File: src/rtl/host_chan_pkg.sv
// ================================================
// Host channel widths shared by the engine, the
// event tracker and the top level. One address
// names one full line; byte offsets are not used.
// ================================================

`default_nettype none

package host_chan_pkg;

    // ================================================
    // Widths
    // ================================================

    // Line address, counted in lines and not in bytes
    localparam int addr_width = 32;

    // One response word per line read
    localparam int data_width = 64;

    // ================================================
    // Types
    // ================================================

    typedef logic [addr_width-1:0] t_line_addr;

    typedef logic [data_width-1:0] t_line_data;

endpackage

`default_nettype wire
File: src/rtl/afu_csr_pkg.sv
// ================================================
// MMIO register map of the latency tester. Registers
// are 64 bits wide on 8-byte boundaries, so the low
// three address bits are ignored.
// ================================================

`default_nettype none

package afu_csr_pkg;

    localparam int mmio_addr_width = 8;
    localparam int mmio_data_width = 64;
    localparam int csr_index_width = mmio_addr_width - 3;
    localparam int cmd_field_width = 16;

    typedef logic [mmio_data_width-1:0] t_mmio_word;
    typedef logic [csr_index_width-1:0] t_csr_index;

    // ================================================
    // Register indices (byte address / 8)
    // ================================================

    localparam t_csr_index csr_cmd         = t_csr_index'(0);
    localparam t_csr_index csr_status      = t_csr_index'(1);
    localparam t_csr_index csr_checksum    = t_csr_index'(2);
    localparam t_csr_index csr_latency_sum = t_csr_index'(3);
    localparam t_csr_index csr_rsp_count   = t_csr_index'(4);
    localparam t_csr_index csr_peak        = t_csr_index'(5);

    // Status word layout
    localparam int status_busy_bit = 0;
    localparam int status_done_bit = 1;

    // ================================================
    // Command word
    // ================================================

    // Base in the upper half, count in the lowest bits
    typedef struct packed {
        host_chan_pkg::t_line_addr   base;
        logic [cmd_field_width-1:0]  stride;
        logic [cmd_field_width-1:0]  count;
    } t_csr_cmd;

    typedef union packed {
        t_csr_cmd    cmd;
        t_mmio_word  raw;
    } t_csr_word;

endpackage

`default_nettype wire

File: src/rtl/host_chan_afu_top.sv
// ================================================
// Host channel read latency tester, single port and
// single clock. Responses carry no tag and may come
// back in any order, at most one per cycle.
// ================================================

`default_nettype none

module host_chan_afu_top
#(
    parameter int max_outstanding = 8,
    parameter int count_width = 32
)
(
    input  wire logic                                        clk,
    input  wire logic                                        rst_n,

    // MMIO, no back-pressure, reads answer two cycles later
    input  wire logic                                        mmio_wr_valid,
    input  wire logic                                        mmio_rd_valid,
    input  wire logic [afu_csr_pkg::mmio_addr_width-1:0]     mmio_addr,
    input  wire afu_csr_pkg::t_mmio_word                     mmio_wr_data,
    output wire logic                                        mmio_rd_data_valid,
    output wire afu_csr_pkg::t_mmio_word                     mmio_rd_data,

    // Host read channel
    output wire logic                                        rd_req_valid,
    output wire host_chan_pkg::t_line_addr                   rd_req_addr,
    input  wire logic                                        rd_req_ready,
    input  wire logic                                        rd_rsp_valid,
    input  wire host_chan_pkg::t_line_data                   rd_rsp_data
);

    localparam int in_flight_width = $clog2(max_outstanding + 1);

    logic                                        start;
    host_chan_pkg::t_line_addr                   cmd_base;
    logic [afu_csr_pkg::cmd_field_width-1:0]     cmd_stride;
    logic [afu_csr_pkg::cmd_field_width-1:0]     cmd_count;
    logic                                        rd_sel_valid;
    afu_csr_pkg::t_csr_index                     rd_sel;

    logic                                        busy;
    logic                                        done;
    host_chan_pkg::t_line_data                   checksum;

    logic [in_flight_width-1:0]                  in_flight;
    logic [count_width-1:0]                      latency_sum;
    logic [count_width-1:0]                      rsp_count;
    logic [count_width-1:0]                      peak;

    // ================================================
    // Decode
    // ================================================

    mmio_csr_decode decode
    (
        .clk,
        .rst_n,
        .mmio_wr_valid,
        .mmio_rd_valid,
        .mmio_addr,
        .mmio_wr_data,
        .busy,
        .start,
        .cmd_base,
        .cmd_stride,
        .cmd_count,
        .rd_sel_valid,
        .rd_sel
    );

    // ================================================
    // Execute
    // ================================================

    host_read_engine
    #(
        .max_outstanding(max_outstanding)
    )
    engine
    (
        .clk,
        .rst_n,
        .start,
        .cmd_base,
        .cmd_stride,
        .cmd_count,
        .in_flight,
        .rd_req_valid,
        .rd_req_addr,
        .rd_req_ready,
        .rd_rsp_valid,
        .rd_rsp_data,
        .busy,
        .done,
        .checksum
    );

    host_chan_events
    #(
        .max_outstanding(max_outstanding),
        .count_width(count_width)
    )
    events
    (
        .clk,
        .rst_n,
        .start,
        .rd_req_valid,
        .rd_req_ready,
        .rd_rsp_valid,
        .in_flight,
        .latency_sum,
        .rsp_count,
        .peak
    );

    // ================================================
    // Result
    // ================================================

    afu_result_mux
    #(
        .count_width(count_width)
    )
    result
    (
        .clk,
        .rst_n,
        .rd_sel_valid,
        .rd_sel,
        .busy,
        .done,
        .checksum,
        .latency_sum,
        .rsp_count,
        .peak,
        .mmio_rd_data_valid,
        .mmio_rd_data
    );

endmodule

`default_nettype wire

File: src/rtl/afu_result_mux.sv
// ================================================
// MMIO read-back, second of the two read stages.
// csr_cmd and unmapped indices read as zero.
// ================================================

`default_nettype none

module afu_result_mux
#(
    parameter int count_width = 32
)
(
    input  wire logic                           clk,
    input  wire logic                           rst_n,

    input  wire logic                           rd_sel_valid,
    input  wire afu_csr_pkg::t_csr_index        rd_sel,

    input  wire logic                           busy,
    input  wire logic                           done,
    input  wire host_chan_pkg::t_line_data      checksum,
    input  wire logic [count_width-1:0]         latency_sum,
    input  wire logic [count_width-1:0]         rsp_count,
    input  wire logic [count_width-1:0]         peak,

    output logic                                mmio_rd_data_valid,
    output afu_csr_pkg::t_mmio_word             mmio_rd_data
);

    afu_csr_pkg::t_mmio_word status_word;
    afu_csr_pkg::t_mmio_word sel_word;

    always_comb
    begin
        status_word = '0;
        status_word[afu_csr_pkg::status_busy_bit] = busy;
        status_word[afu_csr_pkg::status_done_bit] = done;
    end

    // Counters are zero-extended to the full MMIO word
    always_comb
    begin
        case (rd_sel)
            afu_csr_pkg::csr_status:      sel_word = status_word;
            afu_csr_pkg::csr_checksum:    sel_word = afu_csr_pkg::t_mmio_word'(checksum);
            afu_csr_pkg::csr_latency_sum: sel_word = afu_csr_pkg::t_mmio_word'(latency_sum);
            afu_csr_pkg::csr_rsp_count:   sel_word = afu_csr_pkg::t_mmio_word'(rsp_count);
            afu_csr_pkg::csr_peak:        sel_word = afu_csr_pkg::t_mmio_word'(peak);
            default:                      sel_word = '0;
        endcase
    end

    always_ff @(posedge clk)
    begin
        if (!rst_n)
            mmio_rd_data_valid <= 1'b0;
        else
            mmio_rd_data_valid <= rd_sel_valid;
    end

    always_ff @(posedge clk)
    begin
        mmio_rd_data <= sel_word;
    end

endmodule

`default_nettype wire

File: src/rtl/host_chan_events.sv
// ================================================
// Host channel event tracker. The latency sum adds
// in_flight every cycle, so count_width must hold
// the longest run's total latency without wrapping.
// ================================================

`default_nettype none

module host_chan_events
#(
    parameter int max_outstanding = 8,
    parameter int count_width = 32
)
(
    input  wire logic                                        clk,
    input  wire logic                                        rst_n,

    input  wire logic                                        start,
    input  wire logic                                        rd_req_valid,
    input  wire logic                                        rd_req_ready,
    input  wire logic                                        rd_rsp_valid,

    output logic [$clog2(max_outstanding + 1) - 1:0]         in_flight,
    output logic [count_width-1:0]                           latency_sum,
    output logic [count_width-1:0]                           rsp_count,
    output logic [count_width-1:0]                           peak
);

    logic req_fire;
    logic [count_width-1:0] in_flight_ext;

    assign req_fire      = rd_req_valid && rd_req_ready;
    assign in_flight_ext = count_width'(in_flight);

    // Request and response in one cycle cancel out
    always_ff @(posedge clk)
    begin
        if (!rst_n)
            in_flight <= '0;
        else if (req_fire && !rd_rsp_valid)
            in_flight <= in_flight + 1'b1;
        else if (!req_fire && rd_rsp_valid)
            in_flight <= in_flight - 1'b1;
    end

    // ================================================
    // Per-run statistics
    // ================================================

    always_ff @(posedge clk)
    begin
        if (!rst_n || start)
        begin
            latency_sum <= '0;
            rsp_count   <= '0;
            peak        <= '0;
        end
        else
        begin
            latency_sum <= latency_sum + in_flight_ext;
            if (rd_rsp_valid)
                rsp_count <= rsp_count + 1'b1;
            if (in_flight_ext > peak)
                peak <= in_flight_ext;
        end
    end

    a_limit: assert property (@(posedge clk) disable iff (!rst_n)
        int'(in_flight) <= max_outstanding);

    a_no_orphan_rsp: assert property (@(posedge clk) disable iff (!rst_n)
        rd_rsp_valid |-> (in_flight != '0));

endmodule

`default_nettype wire

File: src/rtl/host_read_engine.sv
// ================================================
// Strided line read engine. Command inputs must stay
// stable while busy. in_flight comes from the event
// tracker and bounds the requests in flight.
// ================================================

`default_nettype none

module host_read_engine
#(
    parameter int max_outstanding = 8
)
(
    input  wire logic                                        clk,
    input  wire logic                                        rst_n,

    input  wire logic                                        start,
    input  wire host_chan_pkg::t_line_addr                   cmd_base,
    input  wire logic [afu_csr_pkg::cmd_field_width-1:0]     cmd_stride,
    input  wire logic [afu_csr_pkg::cmd_field_width-1:0]     cmd_count,
    input  wire logic [$clog2(max_outstanding + 1) - 1:0]    in_flight,

    output logic                                             rd_req_valid,
    output host_chan_pkg::t_line_addr                        rd_req_addr,
    input  wire logic                                        rd_req_ready,

    input  wire logic                                        rd_rsp_valid,
    input  wire host_chan_pkg::t_line_data                   rd_rsp_data,

    output logic                                             busy,
    output logic                                             done,
    output host_chan_pkg::t_line_data                        checksum
);

    logic [afu_csr_pkg::cmd_field_width-1:0] issued;
    logic all_issued;
    logic below_limit;
    logic req_fire;

    assign all_issued  = (issued == cmd_count);
    assign below_limit = (int'(in_flight) < max_outstanding);

    // in_flight only grows on a transfer, so a waiting request keeps valid
    assign rd_req_valid = busy && !all_issued && below_limit;
    assign req_fire     = rd_req_valid && rd_req_ready;

    // ================================================
    // Run control
    // ================================================

    always_ff @(posedge clk)
    begin
        if (!rst_n)
        begin
            busy   <= 1'b0;
            done   <= 1'b0;
            issued <= '0;
        end
        else if (start)
        begin
            issued <= '0;
            // Empty command finishes right away
            busy   <= (cmd_count != '0);
            done   <= (cmd_count == '0);
        end
        else
        begin
            if (req_fire)
                issued <= issued + 1'b1;

            // Finished once everything is issued and answered
            if (busy && all_issued && (in_flight == '0))
            begin
                busy <= 1'b0;
                done <= 1'b1;
            end
        end
    end

    // ================================================
    // Address walk, wraps modulo 2^addr_width
    // ================================================

    always_ff @(posedge clk)
    begin
        if (start)
            rd_req_addr <= cmd_base;
        else if (req_fire)
            rd_req_addr <= rd_req_addr + host_chan_pkg::t_line_addr'(cmd_stride);
    end

    // Response order does not matter for an XOR fold
    always_ff @(posedge clk)
    begin
        if (!rst_n)
            checksum <= '0;
        else if (start)
            checksum <= '0;
        else if (rd_rsp_valid)
            checksum <= checksum ^ rd_rsp_data;
    end

    a_req_stable: assert property (@(posedge clk) disable iff (!rst_n)
        rd_req_valid && !rd_req_ready |=> rd_req_valid && $stable(rd_req_addr));

endmodule

`default_nettype wire

File: src/rtl/mmio_csr_decode.sv
// ================================================
// MMIO decode. Writes and reads share mmio_addr, so
// a write and a read request must not arrive in the
// same cycle. Command writes while busy are dropped.
// ================================================

`default_nettype none

module mmio_csr_decode
(
    input  wire logic                                        clk,
    input  wire logic                                        rst_n,

    input  wire logic                                        mmio_wr_valid,
    input  wire logic                                        mmio_rd_valid,
    input  wire logic [afu_csr_pkg::mmio_addr_width-1:0]     mmio_addr,
    input  wire afu_csr_pkg::t_mmio_word                     mmio_wr_data,

    input  wire logic                                        busy,

    output logic                                             start,
    output host_chan_pkg::t_line_addr                        cmd_base,
    output logic [afu_csr_pkg::cmd_field_width-1:0]          cmd_stride,
    output logic [afu_csr_pkg::cmd_field_width-1:0]          cmd_count,

    output logic                                             rd_sel_valid,
    output afu_csr_pkg::t_csr_index                          rd_sel
);

    afu_csr_pkg::t_csr_word   wr_word;
    afu_csr_pkg::t_csr_index  addr_index;
    logic                     cmd_load;

    assign wr_word.raw = mmio_wr_data;
    assign addr_index = mmio_addr[afu_csr_pkg::mmio_addr_width-1:3];

    // A start already in flight counts as busy, busy is one cycle behind it
    assign cmd_load = mmio_wr_valid && (addr_index == afu_csr_pkg::csr_cmd) &&
                      !busy && !start;

    // ================================================
    // Command registers and start pulse
    // ================================================

    always_ff @(posedge clk)
    begin
        if (cmd_load)
        begin
            cmd_base   <= wr_word.cmd.base;
            cmd_stride <= wr_word.cmd.stride;
            cmd_count  <= wr_word.cmd.count;
        end
    end

    always_ff @(posedge clk)
    begin
        if (!rst_n)
            start <= 1'b0;
        else
            start <= cmd_load;
    end

    // ================================================
    // Read select, first of the two read stages
    // ================================================

    always_ff @(posedge clk)
    begin
        if (!rst_n)
            rd_sel_valid <= 1'b0;
        else
            rd_sel_valid <= mmio_rd_valid;
    end

    always_ff @(posedge clk)
    begin
        rd_sel <= addr_index;
    end

    // Engine must be idle whenever a new run is launched
    a_start_idle: assert property (@(posedge clk) disable iff (!rst_n)
        start |-> !busy);

endmodule

`default_nettype wire

File: config.mk
export PLATFORM = sky130hd
export DESIGN_NAME = host_chan_afu_top
export DESIGN_NICKNAME = d
export VERILOG_FILES = /design/src/rtl/host_chan_pkg.sv /design/src/rtl/afu_csr_pkg.sv /design/src/rtl/host_chan_afu_top.sv /design/src/rtl/afu_result_mux.sv /design/src/rtl/host_chan_events.sv /design/src/rtl/host_read_engine.sv /design/src/rtl/mmio_csr_decode.sv
export SDC_FILE = /design/constraint.sdc
export NUM_CORES = 1
export LEC_CHECK = 0
export BUFFER_PORTS_ARGS = -buffer_cell sky130_fd_sc_hd__clkbuf_2
export CORE_ASPECT_RATIO = 0.6
export CORE_UTILIZATION = 50
export DETAILED_ROUTE_END_ITERATION = 10
export PLACE_DENSITY_LB_ADDON = 0.12
export SLEW_MARGIN = 20
export SYNTH_ARGS = -nofsm -noshare
export SYNTH_HDL_FRONTEND = slang
export SYNTH_SLANG_ARGS = --single-unit
File: constraint.sdc
create_clock -name clk -period 5.27 [get_ports clk]
set_input_delay 1.054 -clock clk [delete_from_list [all_inputs] [get_ports clk]]
set_output_delay 1.054 -clock clk [all_outputs]
set_load 0.02 [all_outputs]
==> run_results.csv, run 1 <==
group,metric,value,unit
sta,rsz0062_at_grt,"no",
route,vias_per_cell,5.41,
placed_design,place_hpwl,24400,um
clock_tree,post_cts_buffers,0,
route,routed_wl,34500,um
worst_setup_path,cp-start-kind,"register",
floorplanning,start_util,51.3,%
route,drc,0,
power,p_leak,6.52,nW
grt,grt_max_degree,79,
clock_tree,ctsHoldBuffers,0,
route,drtIter0Drc,833,
clock_tree,cts-buffers-inserted,30,
route,wl_per_cell,17.5,um
min_path,hold_path.startpoint,"decode.rd_sel_valid",
cells_and_area,areaGrowthSynthToFinish,18.2,%
sta,slew_headroom,41.1,%
yosys,synthCells,1366,
floorplanning,rows,46,
worst_setup_path,path_depth,13,
worst_setup_path,startpoint,"decode.cmd_count[5]",
grt,grt_antenna_before_repair,0,
floorplanning,coreArea,26600,um^2
yosys,syn-cell-area,13600,um^2
floorplanning,die_y,130,um
min_path,min_path_cells,1,
floorplanning,die_area,28000,um^2
sta,fin_crit,3540,ps
yosys,synth_edf_count,96,
yosys,synthArstFlopShare,0,%
worst_setup_path,path_cells,"xor2_1 -> nor4_1 -> nand4_1 -> nand3_1 -> inv_1 -> ha_1 -> inv_1 -> ha_1 -> a21o_1 -> a21oi_1 -> xnor2_1 -> or3_1 -> a21boi_0",
cells_and_area,fin_nets,1755,
clock_tree,clk_pin_slew,60,ps
route,dr.pass1.iters,5,
power,ir_drop,0.241,mV
worst_setup_path,rr_worst_depth,13,
worst_setup_path,cp_max_fo,18,
clock_tree,clock_path_buffers,3,
worst_setup_path,critPathArrivalTime,4030,ps
worst_setup_path,crit_family,"simple AND/OR/NAND/NOR gates",
worst_setup_path,cp_slowest_cell,"nand3_1",
cells_and_area,fin_util,60.6,%
min_path,min_path_type,"register to register",
cells_and_area,drive_gt1_share,19.6,%
route,vias,10600,
grt,grt-ovfl-total,0,
sta,tns,0,ps
grt,grt_pass1_vias,9648,
worst_setup_path,reg2reg_from,"decode.cmd_count[5]",
worst_setup_path,critPathBufInv,2,
sta,period_share,67.2,%
route,postRouteAntennaNets,0,
job,maxCapViolCount,0,
grt,grt_pass1_wl,53500,um
yosys,synth-seq-area-share,54.3,%
clock_tree,clock_sink_count,322,
sta,slew_violations,0,
sta,skew,10.1,ps
worst_setup_path,worstSetupPathType,"register to register",
yosys,synth_flop_cell,"dfxtp_1",
yosys,synth_top_area_share,33.2,%
worst_setup_path,critPathRequiredTime,5750,ps
yosys,yosys_warnings,0,
sta,hold_violations,0,
cells_and_area,antenna_cells,0,
worst_setup_path,endpoint_kind,"register",
power,power_density,327,nW/um^2
sta,max_freq,282,MHz
sta,setup_viol,0,
yosys,synth.area.top_cells,"dfxtp_1, edfxtp_1, xor2_1",
yosys,yosysUniqueCellTypes,64,
placed_design,gp_congestion,0.846,
floorplanning,io-pin-count,240,
placed_design,portBuffers,236,
outcome,status,"finished, final reports clean",
clock_tree,htree_num_levels,1,
yosys,syn_area_per_cell,9.98,um^2
worst_setup_path,cpPeakStageDelay,610,ps
clock_tree,cts_root_buf,"clkbuf_16",
grt,grt_usage,24.3,%
clock_tree,cts_resized,0,
yosys,post-synth-top-count-cell,"dfxtp_1",
yosys,synth_common_cells,"dfxtp_1, nand2_1, nor2_1",
floorplanning,die_x,215,um
clock_tree,clock_latency,560,ps
clock_tree,tritoncts,"built",
sta,max_slew.worst_pin.slew,883,ps
yosys,ys_ff_latch,322,
yosys,syn-num-nets,1540,
yosys,yosysTopAreaCell,"dfxtp_1",
## through the flow
stage / hold WS, ps / cells / worst slack, ps / power, mW / instance area [um^2]
final: 442 / 1965 / 1730 / 5.27 / 16100
after global routing: 479 / 1965 / 1400 / 5.47 / 16100
after CTS: 445 / 1965 / 1750 / 5.32 / 16100
after detailed placement: 430 / 1909 / 1780 / 3.13 / 15100
after global placement: 415 / 1909 / 1810 / 3.12 / 15100
after floorplan: 412 / 1366 / 1950 / 2.99 / 13600
## layout make-up
class / instances / area, um^2
clock buffer: 39 / 866
clock inverter: 17 / 139
fill: 2280 / 10500
inverter: 28 / 105
multi-input combinational: 954 / 5890
sequential: 322 / 7410
tap: 360 / 450
timing repair buffer: 245 / 1260
## layout by cell type (no fill, tap or decap), types with 38 or more instances in the layout
master / synthesis / final
a21oi_1: 66 / 66
and2_1: 43 / 43
clkbuf_2: 0 / 236
dfxtp_1: 226 / 224
edfxtp_1: 96 / 96
nand2_1: 162 / 161
nand3_1: 42 / 42
nor2_1: 156 / 156
o21ai_0: 48 / 48
xnor2_1: 38 / 38
xor2_1: 108 / 108
## worst reg2reg max path, delay by kind of cell, from the launching register on
family,cells,cell delay [ps]
compound gates,3,510
simple gates,4,1590
flops,1,420
xor+xnor,2,260
fa+ha+maj,2,470
buf+inv,2,230
## registers in the layout, indices dropped and copies added, names as in the netlist
register,count
decode.cmd_base,32
decode.cmd_count,16
decode.cmd_stride,16
decode.rd_sel,5
decode.rd_sel_valid,1
decode.start,1
engine.busy,1
engine.checksum,64
engine.done,1
engine.issued,16
engine.rd_req_addr,32
events.in_flight,4
events.latency_sum,32
events.peak,4
events.rsp_count,32
result.mmio_rd_data,64
result.mmio_rd_data_valid,1
## cells by family (layout without fill, tap and decap cells)
| logic type | Yosys count | after routing | share of synthesized area (%) |
|---|---|---|---|
| flip-flops | 322 | 322 | 54.3 |
| multiplexers | 16 | 16 | 1.20 |
| adder cells (fa/ha/maj) | 32 | 32 | 3.10 |
| AND/OR/NAND/NOR | 539 | 539 | 18.9 |
| AO/OA/AOI/OAI | 221 | 221 | 10.5 |
| buffers and inverters | 90 | 329 | 2.62 |
| XOR/XNOR | 146 | 146 | 9.38 |
## routing by layer
layer	part of all wire (%)	global-route usage, %	up-vias
met3	6.5	4.10	35
met5	0	0	-
met4	1.7	4.46	0
met2	40	33.5	347
met1	52	39.3	5004
li1	-	-	5235
## path summary, 6_finish.rpt
check,end,slack (ps)
worst max register to register,events.in_flight[3],1730
worst min-delay path,result.mmio_rd_data_valid,440
worst min register to register,result.mmio_rd_data_valid,440
worst max-delay path,events.in_flight[3],1730
## report_power, final
| part | switching, mW | leakage (nW) | internal [mW] |
|---|---|---|---|
| combinational | 0.212 | 3.30 | 0.172 |
| clock | 0.938 | 0.508 | 1.25 |
| sequential | 0.0636 | 2.71 | 2.63 |
| total | 1.21 | 6.52 | 4.06 |
No activity file was read; power rests on OpenSTA's default activity.
==> inputs of run 2 (changes only) <==
ABC_AREA = 1   (was default)
clock period = 3.6 ns   (was 5.27 ns; I/O delays follow)
==> run_results.csv, run 2 <==
group,metric,value,unit
cells_and_area,fill_cells,2594,
worst_setup_path,worstSetupPathType,"register to register",
placed_design,portBuffers,236,
min_path,min_path_type,"input port to register",
sta,hold_violations,0,
placed_design,place_area,16400,um^2
yosys,synth_common_cells,"nand2_1, inv_1, dfxtp_1",
sta,tns,0,ps
clock_tree,cts_resized,0,
worst_setup_path,cp_slowest_cell,"dfxtp_1",
cells_and_area,fin_nets,2311,
grt,grt_pass1_wl,62700,um
grt,grt_pass1_vias,11400,
yosys,synth_edf_count,96,
sta,max_slew.worst_pin.slew,1010,ps
yosys,yosysTopAreaCell,"dfxtp_1",
cells_and_area,mostFrequentLayoutCell,"nand2_1",
min_path,min_path_cells,1,
cells_and_area,drive_gt1_share,15.6,%
clock_tree,cts-buffers-inserted,30,
clock_tree,tritoncts,"built",
power,finalPower,7.58,mW
sta,rsz0062_at_grt,"no",
cells_and_area,reg_top3,"engine.checksum: 64 flops, result.mmio_rd_data: 64 flops",
placed_design,place_hpwl,30100,um
clock_tree,clock_latency,570,ps
worst_setup_path,critPathArrivalTime,3380,ps
floorplanning,coreArea,28900,um^2
power,p_leak,7.45,nW
floorplanning,die_y,135,um
grt,grt_usage,26.5,%
yosys,post-synth-top-count-cell,"nand2_1",
worst_setup_path,cp-start-kind,"register",
worst_setup_path,endpoint_kind,"register",
route,routed_wl,40600,um
yosys,synthArstFlopShare,0,%
yosys,synth_top_area_share,30.6,%
worst_setup_path,critPathRequiredTime,4060,ps
route,postRouteAntennaNets,0,
sta,period_share,81.3,%
route,dr.pass1.iters,6,
clock_tree,clock_sink_count,322,
sta,setup_viol,0,
clock_tree,clock_path_buffers,3,
clock_tree,ctsHoldBuffers,0,
sta,skew,22.4,ps
yosys,syn-num-nets,2077,
clock_tree,post_cts_buffers,0,
sta,max_freq,342,MHz
clock_tree,cts_root_buf,"clkbuf_16",
route,vias_per_cell,5.16,
job,maxCapViolCount,0,
sta,holdWs,265,ps
yosys,syn_area_per_cell,7.76,um^2
floorplanning,io-pin-count,240,
worst_setup_path,path_cells,"inv_1 -> nand2_1 -> nand2_1 -> nor2_1 -> nand2_1 -> nor2_4 -> nand2_4 -> nand3_4 -> inv_1 -> ha_1 -> inv_1 -> ha_1 -> nand2_1 -> nand2_1 -> a21oi_1 -> nor2_1 -> nor2_1 -> nand2_1 -> o21ai_0 -> a21oi_1",
route,wl_per_cell,15.8,um
route,drc,0,
floorplanning,start_util,51.1,%
yosys,syn-cell-area,14800,um^2
yosys,synth-seq-area-share,50.2,%
grt,grt_max_degree,102,
yosys,yosysUniqueCellTypes,48,
sta,slew_headroom,32.7,%
route,vias,13200,
power,power_density,436,nW/um^2
floorplanning,die_x,224,um
route,drtIter0Drc,1217,
floorplanning,die_area,30200,um^2
yosys,synth_flop_cell,"dfxtp_1",
worst_setup_path,critPathMostFrequentCell,"nand2_1",
outcome,status,"finished, final reports clean",
worst_setup_path,reg2reg_slack,670,ps
worst_setup_path,cpPeakStageDelay,450,ps
grt,grt_antenna_before_repair,2,
cells_and_area,mostFrequentLayoutCells,"nand2_1, inv_1, clkbuf_2",
worst_setup_path,cp_max_fo,19,
power,ir_drop,0.339,mV
sta,fin_crit,2930,ps
cells_and_area,areaGrowthSynthToFinish,17.6,%
placed_design,gp_congestion,0.961,
sta,slew_violations,0,
worst_setup_path,rr_worst_depth,20,
yosys,ys_ff_latch,322,
grt,grt-ovfl-total,0,
clock_tree,clk_pin_slew,70,ps
floorplanning,rows,48,
yosys,yosys_warnings,0,
clock_tree,htree_num_levels,1,
cells_and_area,final_area,17400,um^2
yosys,synth.area.top_cells,"dfxtp_1, edfxtp_1, nand2_1",
yosys,synthCells,1903,
==> run 2: changes by cell type after synthesis, moves of 14 or more <==
cell | before | now
a21oi_1 | 66 | 140
nor2_1 | 156 | 170
o21ai_0 | 48 | 108
inv_1 | 28 | 252
nor3_1 | 15 | 30
nand2_1 | 162 | 530
a221oi_1 | 29 | 1
nand3_1 | 42 | 103
o221ai_1 | 0 | 28
or3_1 | 20 | 0
nand4_1 | 26 | 41
xnor2_1 | 38 | 9
xor2_1 | 108 | 16
and2_1 | 43 | 2
==> run 2: cell type report <==
cell class | count | area, um^2 | share of cell area (%)
multi-input cells | 1273 | 6200 | 35.7
flip-flops and latches | 322 | 7410 | 42.6
diodes | 1 | 2.50 | 0.0144
clock inverters | 10 | 80.1 | 0.461
clock buffers | 46 | 912 | 5.25
well taps | 400 | 500 | 2.88
inverters | 259 | 972 | 5.60
repair buffers | 251 | 1290 | 7.45
==> run 2: routing by layer <==
metal	share of wire (%)	vias to the layer above	GRT usage (%)
met5	0.032	-	0
met3	9.7	46	6.22
met1	50	5983	42.3
li1	-	6698	-
met2	39	492	35.8
met4	1.5	2	5.06
==> run 2: cell families after synthesis <==
family	after synthesis	synth area share (%)
buffers and inverters	308	7.97
adders and majority gates	32	2.86
xor gates and xnor gates	25	1.48
and+or+nand+nor	920	26.4
AOI/OAI and AO/OA	296	11.1
DFF	322	50.2
==> run 2: final timing paths <==
| path | endpoint | startpoint |
|---|---|---|
| min reg2reg | result.mmio_rd_data_valid | decode.rd_sel_valid |
| max | events.in_flight[3] | engine.issued[12] |
| max reg2reg | events.in_flight[3] | engine.issued[12] |
| min | decode.rd_sel[2] | mmio_addr[5] |
==> run 2: stage by stage <==
step	worst slack (ps)	instances	utilization, %
after floorplan	269	1903	-
after global placement	790	2505	56.7
after detailed placement	738	2505	56.7
after CTS	697	2561	60.1
after global routing	412	2562	60.1
final	673	2562	60.1
==> run 2: worst max-delay path, delay by kind of cell, from the launching register on <==
family                     cells  cell delay, ps
buffers and inverters          3             310
DFF                            1             450
AOI/OAI and AO/OA              3             360
and+or+nand+nor               12            1230
adders and majority gates      2             460
==> run 2: power by group <==
part / internal (mW) / leakage [nW] / switching (mW)
sequential: 3.83 / 2.70 / 0.0490
combinational: 0.188 / 4.26 / 0.327
clock: 1.81 / 0.490 / 1.37
total: 5.83 / 7.45 / 1.74
==> inputs of run 3 (changes only) <==
clock period = 3.1 ns   (was 3.6 ns; I/O delays follow)
==> run_results.csv, run 3 (same netlist as run 2, synthesis figures left out) <==
group,metric,value,unit
worst_setup_path,critPathArrivalTime,3210,ps
route,vias,13300,
power,power_density,523,nW/um^2
floorplanning,io-pin-count,240,
grt,grt_max_degree,102,
floorplanning,die_x,224,um
route,routed_wl,41200,um
sta,tns,0,ps
sta,rsz0062_at_grt,"no",
route,dr.pass1.iters,7,
power,p_leak,7.53,nW
job,maxCapViolCount,0,
grt,grt_pass1_vias,11600,
cells_and_area,fin_nets,2313,
min_path,min_path_type,"input port to register",
worst_setup_path,critPathRequiredTime,3550,ps
placed_design,gp_congestion,0.992,
clock_tree,clock_sink_count,322,
floorplanning,die_y,135,um
grt,grt_usage,26.7,%
route,wl_per_cell,16.0,um
worst_setup_path,cp_max_fo,17,
cells_and_area,areaGrowthSynthToFinish,18.8,%
sta,hold_violations,0,
worst_setup_path,cp-start-kind,"register",
floorplanning,rows,48,
sta,skew,13.8,ps
cells_and_area,fin_cells,2564,
floorplanning,start_util,51.1,%
grt,grt-ovfl-total,0,
sta,slew_violations,0,
placed_design,portBuffers,236,
clock_tree,cts-buffers-inserted,30,
worst_setup_path,worstSetupPathType,"register to register",
cells_and_area,drive_gt1_share,15.9,%
route,postRouteAntennaNets,0,
cells_and_area,mostFrequentLayoutCell,"nand2_1",
sta,period_share,88.8,%
power,finalPower,9.18,mW
cells_and_area,mostFrequentLayoutCells,"nand2_1, inv_1, clkbuf_2",
route,drtIter0Drc,1351,
route,vias_per_cell,5.20,
floorplanning,die_area,30200,um^2
worst_setup_path,critPathMostFrequentCell,"nand2_1",
worst_setup_path,cpPeakStageDelay,440,ps
clock_tree,clk_pin_slew,70,ps
clock_tree,htree_num_levels,1,
grt,grt_pass1_wl,63400,um
sta,fin_crit,2750,ps
clock_tree,cts_resized,0,
outcome,status,"finished, final reports clean",
clock_tree,clock_latency,570,ps
worst_setup_path,endpoint_kind,"register",
power,ir_drop,0.474,mV
placed_design,place_hpwl,30400,um
sta,slew_headroom,32.2,%
sta,setup_viol,0,
clock_tree,tritoncts,"built",
sta,holdWs,158,ps
clock_tree,ctsHoldBuffers,0,
cells_and_area,fin_util,60.7,%
worst_setup_path,cp_slowest_cell,"dfxtp_1",
grt,grt_antenna_before_repair,1,
sta,max_slew.worst_pin.slew,1020,ps
route,drc,0,
clock_tree,post_cts_buffers,0,
floorplanning,coreArea,28900,um^2
clock_tree,clock_path_buffers,3,
cells_and_area,reg_top3,"engine.checksum: 64 flops, result.mmio_rd_data: 64 flops",
clock_tree,cts_root_buf,"clkbuf_16",
worst_setup_path,path_cells,"inv_1 -> nand2_1 -> nand2_1 -> nor2_1 -> nand2_1 -> nor2_4 -> nand2_4 -> nand3_4 -> inv_1 -> ha_1 -> inv_1 -> ha_1 -> nand2_1 -> nand2_1 -> a21oi_1 -> nor2_1 -> nor2_1 -> nand2_1 -> o21ai_0 -> a21oi_1",
sta,max_freq,363,MHz
worst_setup_path,reg2reg_slack,350,ps
placed_design,dp_cells,2507,
run 3: power breakdown:
| group | internal [mW] | switching [mW] | leakage (nW) |
|---|---|---|---|
| sequential | 4.45 | 0.0577 | 2.70 |
| clock | 2.46 | 1.61 | 0.559 |
| combinational | 0.221 | 0.383 | 4.27 |
run 3: worst max-delay path, delay by kind of cell (launching register included):
family,cells,cell delay [ps]
AO/OA/AOI/OAI,3,350
adder cells (fa/ha/maj),2,440
buffers and inverters,3,250
flip-flops,1,440
AND/OR/NAND/NOR,12,1150
run 3: layout make-up:
type / count / area (um^2)
Clock buffer: 47 / 995
Multi-Input combinational cell: 1273 / 6200
Sequential cell: 322 / 7410
Fill cell: 2618 / 11300
Timing Repair Buffer: 253 / 1330
Tap cell: 400 / 500
Clock inverter: 9 / 126
Antenna cell: 1 / 2.50
Inverter: 259 / 972
run 3: stage by stage:
step / worst slack [ps] / instance area (um^2)
2_1_floorplan: 555 / 14800
3_3_place_gp: 462 / 16400
3_5_place_dp: 396 / 16400
4_1_cts: 371 / 17500
5_1_grt: 83.8 / 17500
6_report: 347 / 17500
run 3: path summary, 6_finish.rpt:
check,start,endpoint,depth (start not counted)
hold reg to reg,decode.rd_sel_valid,result.mmio_rd_data_valid,2
setup reg to reg,engine.issued[12],events.in_flight[3],20
setup / recovery,engine.issued[12],events.in_flight[3],20
hold / removal,mmio_addr[7],decode.rd_sel[4],1
run 3: routing by layer:
layer,wire (um),vias to the layer above,GRT usage (%)
met2,16200,550,36.6
met5,0,-,0
met3,4080,45,5.87
met4,613,0,4.95
li1,-,6707,-
met1,20200,6024,42.4
